==> config.mk <==
export PLATFORM = sky130hd
export DESIGN_NAME = reorder_buffer
export DESIGN_NICKNAME = d
export VERILOG_FILES = /design/src/design/ooo_pkg.sv /design/src/design/reorder_buffer.sv
export SDC_FILE = /design/constraint.sdc
export NUM_CORES = 1
export LEC_CHECK = 0
export BUFFER_PORTS_ARGS = -buffer_cell sky130_fd_sc_hd__clkbuf_2
export CORE_AREA = 2 2 237 239
export CTS_CLUSTER_DIAMETER = 80
export DETAILED_ROUTE_END_ITERATION = 8
export DIE_AREA = 0 0 239 241
export HOLD_SLACK_MARGIN = 0.05
export PLACE_DENSITY_LB_ADDON = 0.15
export SYNTH_ARGS = -nofsm -noshare
export SYNTH_HDL_FRONTEND = slang
export SYNTH_SLANG_ARGS = --single-unit
==> constraint.sdc <==
create_clock -name clk -period 4.4 [get_ports clk]
set_input_delay 0.66 -clock clk [delete_from_list [all_inputs] [get_ports clk]]
set_output_delay 0.66 -clock clk [all_outputs]
set_load 0.005 [all_outputs]
==> src/design/ooo_pkg.sv <==
package ooo_pkg;

// Datapath and register file sizes
localparam int XLEN      = 32;
localparam int ARCH_REGS = 32;
localparam int ROB_DEPTH = 8;
localparam int PHYS_REGS = ARCH_REGS + ROB_DEPTH;

// Index widths
localparam int AREG_W = $clog2(ARCH_REGS);
localparam int PREG_W = $clog2(PHYS_REGS);
localparam int ROB_W  = $clog2(ROB_DEPTH);

// Source side starts with one credit per ROB entry
localparam int INIT_CREDITS = ROB_DEPTH;

// Major opcodes of the supported subset
typedef enum logic [6:0] {
    OP     = 7'b0110011,
    OP_IMM = 7'b0010011,
    LUI    = 7'b0110111
} opcode_t;

// ALU operations
typedef enum logic [3:0] {
    ADD    = 4'd0,
    SUB    = 4'd1,
    SLL    = 4'd2,
    SLT    = 4'd3,
    SLTU   = 4'd4,
    XOR    = 4'd5,
    SRL    = 4'd6,
    SRA    = 4'd7,
    OR     = 4'd8,
    AND    = 4'd9,
    PASS_B = 4'd10
} alu_op_t;

endpackage : ooo_pkg

==> src/design/reorder_buffer.sv <==
`timescale 1ns/10ps

module reorder_buffer
import ooo_pkg::*;
(
    input  logic              clk,
    input  logic              rst_n,
    input  logic              ren_valid,
    input  logic [ROB_W-1:0]  ren_rob,
    input  logic [AREG_W-1:0] ren_rd,
    input  logic [PREG_W-1:0] ren_old_prd,
    input  logic              cdb_valid,
    input  logic [ROB_W-1:0]  cdb_rob,
    input  logic [XLEN-1:0]   cdb_data,
    output logic              commit_valid,
    output logic [AREG_W-1:0] commit_rd,
    output logic [XLEN-1:0]   commit_data,
    output logic              credit_return,
    output logic              free_valid,
    output logic [PREG_W-1:0] free_preg
);

logic [ROB_DEPTH-1:0] done;
logic [AREG_W-1:0]    rob_rd      [ROB_DEPTH];
logic [PREG_W-1:0]    rob_old_prd [ROB_DEPTH];
logic [XLEN-1:0]      rob_data    [ROB_DEPTH];
logic [ROB_W-1:0]     head;

// Head retires as soon as its result is in
assign commit_valid  = done[head];
assign commit_rd     = rob_rd[head];
assign commit_data   = rob_data[head];
assign credit_return = commit_valid;

// Previous mapping of rd is dead once this one commits
assign free_valid = commit_valid && (rob_rd[head] != '0);
assign free_preg  = rob_old_prd[head];

always_ff @(posedge clk or negedge rst_n) begin
    if (!rst_n) begin
        done <= '0;
        head <= '0;
    end else begin
        if (ren_valid) begin
            done[ren_rob] <= 1'b0;
        end
        if (cdb_valid) begin
            done[cdb_rob] <= 1'b1;
        end
        if (commit_valid) begin
            done[head] <= 1'b0;
            head       <= head + 1'b1;
        end
    end
end

always_ff @(posedge clk) begin
    if (ren_valid) begin
        rob_rd[ren_rob]      <= ren_rd;
        rob_old_prd[ren_rob] <= ren_old_prd;
    end
    if (cdb_valid) begin
        rob_data[cdb_rob] <= cdb_data;
    end
end

endmodule : reorder_buffer

==> flow_metrics.py, run 1 <==
metrics = {
    "global_routing": {
        "use_met3": 0.0280,
        "grtUsageMet2": 0.188,
        "grt-ovfl-total": 0,
        "top_usage_layer": "met2",
        "use_met1": 0.141,
        "grt_pass1_wl_mm": 46.2,
        "grt_usage": 0.113,
        "antenna_found_initial": 5,
        "grt_start_max_net_pins": 73,
        "grt_pass1_vias": 6841,
    },
    "sta": {
        "relSlewSlack": 0.387,
        "drv_slew": 0,
        "period_needed_ns": 3.78,
        "finalSetupViolCount": 0,
        "hold_viol_final": 0,
        "worstMarginPinSlew_ns": 0.917,
        "rsz0062_at_grt": "no",
        "fmax_mhz": 265,
        "period_share": 0.859,
        "setup-tns-final_ns": 0,
        "fin_ws_ns": 0.622,
        "skew_ns": 0.00476,
    },
    "route": {
        "vias_per_cell": 4.35,
        "drt_iter0_drc": 341,
        "firstDrtPassIters": 6,
        "drc_errors": 0,
        "wl_mm": 32.0,
        "ant_nets": 0,
        "dr_total_vias": 6290,
        "avgRoutedWirePerCell_um": 22.2,
    },
    "logic_synthesis": {
        "netlist_area_um2": 13600,
        "synth_seq_area_share": 0.780,
        "ys_seq_elements": 355,
        "synth_top_family_by_area": "multiplexers",
        "syn-instance-count": 577,
        "synthArstFlopShare": 0.0310,
        "ys_top_cells_by_area": "edfxtp_1 76%, mux4_2 13%, mux2_2 3.6%, dfrtp_1 2.0%, mux4_1 1.5%",
        "yosysWarnings": 0,
        "synth.area.mux_share": 0.185,
        "syn_nets": 631,
        "synth-edff-count": 344,
        "netlist.area_leader.share": 0.760,
        "synth_compound_gate_area_share": 0.00773,
        "synth_xor_area_frac": 0.00129,
        "syn_area_per_cell_um2": 23.5,
        "yosysUniqueCellTypes": 26,
        "synth_top_area_cell": "edfxtp_1",
        "ys.flop_type": "edfxtp_1",
        "synth-adder-area-share": 0.000921,
        "synthSimpleGateAreaFrac": 0.0116,
    },
    "critical_path": {
        "crit_path_start_kind": "flop",
        "worstSetupEndpointType": "output port",
        "worstSetupPathType": "flop to output port",
        "worst_ep_arrival_time_ns": 3.12,
        "cp.required_ns": 3.74,
        "reg2reg_from": "head[2]",
        "worst-r2r-setup-slack_ns": 2.03,
        "rr_worst_depth": 4,
        "r2r_end": "head[1]",
        "cp_max_fo": 28,
    },
    "cts": {
        "cts-resized-gates": 0,
        "post_cts_buffers": 0,
        "cts_tree": "yes",
        "clkTransAtPathRegs_ns": 0.06,
        "clock-sinks": 355,
        "numCtsBuffers": 41,
        "insertion_delay_ns": 0.56,
        "clk_path_buf_depth": 3,
        "h-tree-depth": 2,
        "clockRootBuffer": "clkbuf_16",
    },
    "flow_run": {
        "drv_cap": 0,
    },
    "floorplan": {
        "start_util": 0.248,
        "core-area_um2": 54900,
        "die_area_um2": 57600,
        "die_w_um": 239,
        "ios": 99,
        "die_h_um": 241,
        "num_rows": 86,
    },
    "placed_design": {
        "hpwlAfterDp_mm": 18.6,
        "place_ws_ns": 1.14,
        "io_buffers": 98,
        "place.gp.congestion": 0.676,
    },
    "final_layout": {
        "fin_nets": 766,
        "most-common-layout-cells": "344 x edfxtp_1, 98 x clkbuf_2, 80 x mux4_2, 44 x mux2_2, 42 x clkbuf_16",
        "drive_gt1_frac": 0.417,
        "syn_to_final_growth_pct": 20.7,
        "layout_commonest_cell": "edfxtp_1",
    },
    "worst_hold_path": {
        "min_from": "cdb_data[14]",
        "min_to": "rob_data[2][14]",
        "min_path_type": "input port to flop",
        "hold_depth": 1,
    },
    "pwr": {
        "p_leak_nw": 5.37,
        "peakVddDrop_mv": 0.278,
        "finalPower_mw": 9.92,
        "p_per_area_nw_per_um2": 605,
    },
    "outcome": {
        "status": "finished, final reports clean",
    },
}
-- synth_stat cells, types with 4 or more instances --
library cell	count
nor2b_1	5
edfxtp_1	344
a31oi_1	6
nand2b_1	4
mux4_2	80
clkbuf_1	12
mux2_2	44
inv_1	9
buf_2	8
nand2_1	7
buf_1	4
nor2_1	10
mux4_1	8
a21oi_1	7
dfrtp_1	11
nand3_1	4
-- layout make-up --
| type | count | area, µm² |
|---|---|---|
| diodes | 2 | 5.00 |
| clock buffers | 50 | 1090 |
| clock inverters | 20 | 229 |
| fillers | 5329 | 38500 |
| inverters | 9 | 33.8 |
| multi-input cells | 186 | 2870 |
| flip-flops and latches | 355 | 10600 |
| well taps | 704 | 881 |
| repair buffers | 119 | 676 |
-- flip-flops by register name (all words and copies together) (netlist names) --
name         cells
rob_data       256
rob_rd          40
rob_old_prd     48
done             8
head             3
-- logic make-up after synthesis --
group,Yosys count
compound gates,17
buf+inv,36
simple gates,33
fa+ha+maj,1
flops,355
mux,133
xor+xnor,2
-- worst max-delay path, cell delays in order, from the launching register on --
cell	delay, ns
dfrtp_4	0.80
mux4_1	0.63
mux2_2	0.29
or4_1	0.51
o21a_1	0.20
clkbuf_2	0.12
-- layer usage --
metal,share of wire,up-vias
met5,0.0014,-
met4,0.028,6
met3,0.053,61
met2,0.49,154
met1,0.43,3355
li1,-,2714
-- through the flow --
step	instances	cell area, µm²	utilization	hold WS, ns
floorplan	577	13600	-	0.364
global placement	1372	15100	0.274	0.474
detailed placement	1372	15100	0.274	0.480
CTS	1443	16400	0.299	0.331
global route	1444	16400	0.299	0.357
finish	1445	16400	0.299	0.368
-- what timing repair did --
item                                    CTS  global route
hold buffers                              1             0
hold endpoints to repair                 11             0
endpoints found under the setup margin    0             0
-- power by group --
| group | internal (mW) | total, mW | leakage, nW | switching, mW |
|---|---|---|---|---|
| Clock | 2.00 | 3.33 | 0.644 | 1.33 |
| Combinational | 1.36 | 2.50 | 1.47 | 1.14 |
| Sequential | 3.88 | 4.09 | 3.26 | 0.208 |
| Total | 7.24 | 9.92 | 5.37 | 2.68 |
-- worst max-delay path by stage --
| stage | startpoint | end | slack (ns) | depth (start not counted) |
|---|---|---|---|---|
| after floorplan | cdb_rob[0] | rob_data[0][0] | 0.84 | 2 |
| after global placement | head[0] | free_valid | 1.17 | 5 |
| after detailed placement | head[0] | free_valid | 1.14 | 5 |
| after CTS | head[0] | free_valid | 0.53 | 5 |
| after global routing | head[0] | free_valid | 0.48 | 5 |
| final | head[0] | free_valid | 0.62 | 5 |
Power figures use the tool's default switching activity.
==> inputs of run 2 (changes only) <==
--- a/config.mk
+++ b/config.mk
@@ -10,6 +10,7 @@
 export CTS_CLUSTER_DIAMETER = 80
 export DETAILED_ROUTE_END_ITERATION = 8
 export DIE_AREA = 0 0 239 241
+export GPL_TIMING_DRIVEN = 0
 export HOLD_SLACK_MARGIN = 0.05
 export PLACE_DENSITY_LB_ADDON = 0.15
 export SYNTH_ARGS = -nofsm -noshare
==> flow_metrics.py, run 2 (synthesized netlist as in run 1, its figures left out) <==
metrics = {
    "global_routing": {
        "antenna_found_initial": 5,
        "grt-ovfl-total": 0,
        "grt_start_max_net_pins": 21,
        "grt_usage": 0.117,
        "grt_pass1_vias": 6917,
        "grt_pass1_wl_mm": 47.6,
    },
    "final_layout": {
        "layout_commonest_cell": "edfxtp_1",
        "reg_top3": "rob_data: 256 flops, rob_old_prd: 48 flops, rob_rd: 40 flops",
        "final_area_um2": 16700,
        "final_cells": 1471,
        "fill_cells": 5351,
        "syn_to_final_growth_pct": 22.7,
        "largest_reg_flops": 256,
        "fin_nets": 789,
        "most-common-layout-cells": "344 x edfxtp_1, 105 x clkbuf_2, 80 x mux4_2, 44 x mux2_2, 40 x clkbuf_16",
        "utilization": 0.304,
        "drive_gt1_frac": 0.422,
        "largest-register": "rob_data",
        "multi_input_area_um2": 2870,
        "regArea_um2": 10600,
    },
    "pwr": {
        "finalPower_mw": 10.2,
        "p_per_area_nw_per_um2": 610,
        "p_leak_nw": 5.50,
        "peakVddDrop_mv": 0.294,
    },
    "floorplan": {
        "core-area_um2": 54900,
        "start_util": 0.248,
        "die_w_um": 239,
        "die_h_um": 241,
        "ios": 99,
        "die_area_um2": 57600,
        "num_rows": 86,
    },
    "cts": {
        "clkTransAtPathRegs_ns": 0.06,
        "cts_tree": "yes",
        "clock-sinks": 355,
        "numCtsBuffers": 40,
        "post_cts_buffers": 0,
        "clk_path_buf_depth": 3,
        "h-tree-depth": 2,
        "clockRootBuffer": "clkbuf_16",
        "insertion_delay_ns": 0.54,
    },
    "critical_path": {
        "cp_cell_sequence": "buf_1, clkbuf_1, mux4_2, mux2_2, clkbuf_2",
        "critical_path_buf_inv_count": 3,
        "path_delay_family": "buffers and inverters",
        "crit_path_start_kind": "flop",
        "slowest_delay_ns": 0.78,
        "cp_max_fo": 13,
        "crit_cells": 5,
        "worstSetupPathType": "flop to output port",
        "cp.required_ns": 3.74,
        "rr_worst_depth": 4,
        "cp_slowest_cell": "dfrtp_1",
        "worst_ep_arrival_time_ns": 3.25,
        "worstSetupEndpointType": "output port",
    },
    "sta": {
        "drv_slew": 0,
        "fin_ws_ns": 0.492,
        "skew_ns": 0.00565,
        "setup-tns-final_ns": 0,
        "hold_viol_final": 0,
        "period_share": 0.888,
        "period_needed_ns": 3.91,
        "finalSetupViolCount": 0,
        "rsz0062_at_grt": "no",
        "fmax_mhz": 256,
        "relSlewSlack": 0.363,
        "worstMarginPinSlew_ns": 0.955,
        "hold_ws_ns": 0.390,
    },
    "route": {
        "avgRoutedWirePerCell_um": 22.7,
        "vias_per_cell": 4.31,
        "drt_iter0_drc": 418,
        "dr_total_vias": 6339,
        "drc_errors": 0,
        "ant_nets": 0,
        "firstDrtPassIters": 5,
        "wl_mm": 33.5,
    },
    "outcome": {
        "status": "finished, final reports clean",
    },
    "worst_hold_path": {
        "min_path_type": "input port to flop",
        "hold_depth": 1,
    },
    "placed_design": {
        "io_buffers": 98,
        "place_ws_ns": 0.444,
        "dp.cells": 1397,
        "place.gp.congestion": 0.700,
        "hpwlAfterDp_mm": 21.6,
        "place_area_um2": 15300,
    },
    "flow_run": {
        "drv_cap": 0,
    },
}
run 2: changes by cell type in the layout (fill, tap and decap cells not counted), moves of 3 or more:
cell / before / now
buf_1: 0 / 3
buf_12: 2 / 6
buf_2: 0 / 8
buf_4: 18 / 3
buf_6: 0 / 8
bufinv_16: 4 / 7
clkbuf_1: 7 / 15
clkbuf_2: 98 / 105
dfrtp_1: 8 / 11
run 2: routing by layer:
metal,up-vias,GRT usage,share of wire
li1,2775,-,-
met5,-,0,0.0017
met4,8,0.0347,0.024
met1,3335,0.158,0.45
met3,60,0.0304,0.060
met2,161,0.187,0.46
run 2: power breakdown:
group          leakage (nW)  switching (mW)  internal, mW
logic                  1.58            1.36          1.42
registers              3.26          0.0995          3.87
clock network         0.659            1.30          2.11
total                  5.50            2.76          7.41
run 2: repair_timing:
item	in CTS	in global routing
endpoints found under the setup margin	38	1
pin swaps	0	0
gates resized for setup	7	0
hold buffers	1	0
endpoints found under the hold margin	11	0
run 2: final cells by class:
| class | count | share of cell area |
|---|---|---|
| Sequential cell | 355 | 0.636 |
| Multi-Input combinational cell | 186 | 0.172 |
| Clock buffer | 51 | 0.0631 |
| Tap cell | 704 | 0.0528 |
| Timing Repair Buffer | 117 | 0.0467 |
| Clock inverter | 22 | 0.0185 |
| Buffer | 26 | 0.00863 |
| Inverter | 9 | 0.00203 |
| Antenna cell | 1 | 0.000150 |
run 2: path summary, 6_finish.rpt:
kind	from	end	slack [ns]
max	head[2]	commit_data[30]	0.49
min	cdb_data[17]	rob_data[7][17]	0.39
max reg2reg	head[2]	done[5]	2.01
max in group asynchronous	rst_n	head[2]	3.62
min in group asynchronous	rst_n	head[1]	0.55
min reg2reg	done[0]	done[0]	0.50
==> inputs of run 3 (changes only) <==
--- a/config.mk
+++ b/config.mk
@@ -12,7 +12,8 @@
 export DIE_AREA = 0 0 239 241
 export GPL_TIMING_DRIVEN = 0
 export HOLD_SLACK_MARGIN = 0.05
-export PLACE_DENSITY_LB_ADDON = 0.15
+export PLACE_DENSITY_LB_ADDON = 0.3
 export SYNTH_ARGS = -nofsm -noshare
 export SYNTH_HDL_FRONTEND = slang
 export SYNTH_SLANG_ARGS = --single-unit
+export TNS_END_PERCENT = 20
==> flow_metrics.py, run 3 (synthesized netlist as in run 1, its figures left out) <==
metrics = {
    "sta": {
        "skew_ns": 0.00368,
        "rsz0062_at_grt": "yes",
        "period_share": 0.965,
        "relSlewSlack": 0.142,
        "finalSetupViolCount": 0,
        "hold_ws_ns": 0.405,
        "fin_ws_ns": 0.156,
        "fmax_mhz": 236,
        "period_needed_ns": 4.24,
        "drv_slew": 0,
        "worstMarginPinSlew_ns": 1.28,
        "hold_viol_final": 0,
    },
    "critical_path": {
        "r2r_end": "done[5]",
        "worst_ep_arrival_time_ns": 3.58,
        "crit_path_start_kind": "flop",
        "worstSetupEndpointType": "output port",
        "cp_cell_sequence": "buf_1, buf_1, clkbuf_1, mux4_2, mux2_2, clkbuf_2",
        "worst-r2r-setup-slack_ns": 1.80,
        "slowest_delay_ns": 0.63,
        "rr_worst_depth": 5,
        "reg2reg_from": "head[2]",
        "critPathMostFrequentCell": "buf_1",
        "cp.required_ns": 3.74,
        "cp_max_fo": 10,
        "cp_slowest_cell": "clkbuf_1",
        "worstSetupPathType": "flop to output port",
    },
    "worst_hold_path": {
        "min_from": "cdb_data[30]",
        "hold_depth": 1,
        "min_path_type": "input port to flop",
        "min_to": "rob_data[5][30]",
    },
    "final_layout": {
        "drive_gt1_frac": 0.402,
        "largest-register": "rob_data",
        "multi_input_area_um2": 2870,
        "largest_reg_flops": 256,
        "most-common-layout-cells": "344 x edfxtp_1, 101 x clkbuf_2, 80 x mux4_2, 44 x mux2_2, 37 x clkbuf_16",
        "utilization": 0.299,
        "layout_commonest_cell": "edfxtp_1",
        "final_cells": 1460,
        "diodes": 0,
        "syn_to_final_growth_pct": 20.6,
        "reg_top3": "rob_data: 256 flops, rob_old_prd: 48 flops, rob_rd: 40 flops",
        "fill_cells": 5365,
        "regArea_um2": 10600,
        "fin_nets": 784,
    },
    "global_routing": {
        "grt_pass1_vias": 6431,
        "grt_pass1_wl_mm": 43.8,
        "grt_start_max_net_pins": 25,
        "grt-ovfl-total": 0,
        "antenna_found_initial": 4,
        "grt_usage": 0.105,
    },
    "pwr": {
        "finalPower_mw": 9.70,
        "p_leak_nw": 5.35,
        "switching_share": 0.274,
        "p_per_area_nw_per_um2": 592,
        "p_seq_frac": 0.407,
        "peakVddDrop_mv": 0.257,
        "combPwrFrac": 0.287,
        "p_int_mw": 7.05,
        "pwr-share-clk": 0.306,
        "p_switching_mw": 2.65,
    },
    "flow_run": {
        "drv_cap": 0,
    },
    "placed_design": {
        "hpwlAfterDp_mm": 19.3,
        "place_ws_ns": 0.528,
        "dp.cells": 1394,
        "place.gp.congestion": 0.686,
        "io_buffers": 98,
    },
    "floorplan": {
        "core-area_um2": 54900,
        "die_w_um": 239,
        "die_h_um": 241,
        "start_util": 0.248,
        "ios": 99,
        "num_rows": 86,
        "die_area_um2": 57600,
    },
    "cts": {
        "clkTransAtPathRegs_ns": 0.06,
        "h-tree-depth": 2,
        "clockRootBuffer": "clkbuf_16",
        "numCtsBuffers": 37,
        "cts_tree": "yes",
        "clk_path_buf_depth": 3,
        "clock-sinks": 355,
        "insertion_delay_ns": 0.52,
    },
    "outcome": {
        "status": "finished, final reports clean",
    },
    "route": {
        "avgRoutedWirePerCell_um": 20.6,
        "wl_mm": 30.0,
        "drt_iter0_drc": 461,
        "vias_per_cell": 4.25,
        "firstDrtPassIters": 7,
        "dr_total_vias": 6205,
        "ant_nets": 0,
        "drc_errors": 0,
    },
}
run 3: cell count changes in the layout (fill, tap and decap cells not counted), moves of 2 or more:
cell	previous run	this run
clkbuf_1	15	20
clkinv_1	7	9
buf_4	3	1
clkbuf_2	105	101
bufinv_16	7	3
buf_16	2	0
clkbuf_16	40	37
run 3: critical path, delay by kind of cell (launching register included):
kind / cells / cell delay (ns)
DFF: 1 / 0.42
muxes: 2 / 0.75
buffers and inverters: 4 / 1.87
run 3: through the flow:
stage / setup TNS [ns] / instance area, µm²
3_5_place_dp: 0 / 15200
6_report: 0 / 16400
2_1_floorplan: 0 / 13600
4_1_cts: 0 / 16400
5_1_grt: -0.0768 / 16400
3_3_place_gp: -138.12 / 15000
run 3: power groups by stage:
stage	sequential, mW	clock, mW	combinational (mW)
floorplan	3.99	0	1.81
global placement	4.02	0	2.86
detailed placement	4.02	0	2.89
CTS	3.95	3.06	2.90
global route	3.96	3.20	3.02
finish	3.94	2.97	2.78
run 3: timing repair:
item	4_1_cts	5_1_grt
buffers inserted	0	0
setup endpoints to repair	8	14
hold endpoints to repair	11	0
gates cloned	0	0
gates resized for setup	2	2
hold buffers	1	0
run 3: how the worst max path moves through the flow:
stage / from / to / slack [ns] / cells after the start
finish: head[2] / commit_data[7] / 0.16 / 6
global route: head[2] / commit_data[22] / -0.02 / 6
CTS: head[2] / commit_data[26] / 0.03 / 6
detailed placement: head[2] / commit_data[0] / 0.53 / 6
global placement: cdb_rob[0] / rob_data[0][3] / -2.06 / 3
floorplan: cdb_rob[0] / rob_data[0][0] / 0.84 / 2
run 3: cell type report:
type | instances | share of cell area
Sequential cell | 355 | 0.647
Multi-Input combinational cell | 186 | 0.175
Clock buffer | 50 | 0.0607
Tap cell | 704 | 0.0538
Timing Repair Buffer | 114 | 0.0443
Buffer | 27 | 0.00870
Clock inverter | 15 | 0.00848
Inverter | 9 | 0.00206
run 3: layer usage:
metal | part of all wire | wire, µm | global-route usage | vias to the layer above
met5 | 0.0017 | 50 | 0 | -
met4 | 0.017 | 510 | 0.0273 | 8
met3 | 0.053 | 1580 | 0.0266 | 45
met2 | 0.47 | 14200 | 0.166 | 145
met1 | 0.45 | 13600 | 0.143 | 3248
li1 | - | - | - | 2759
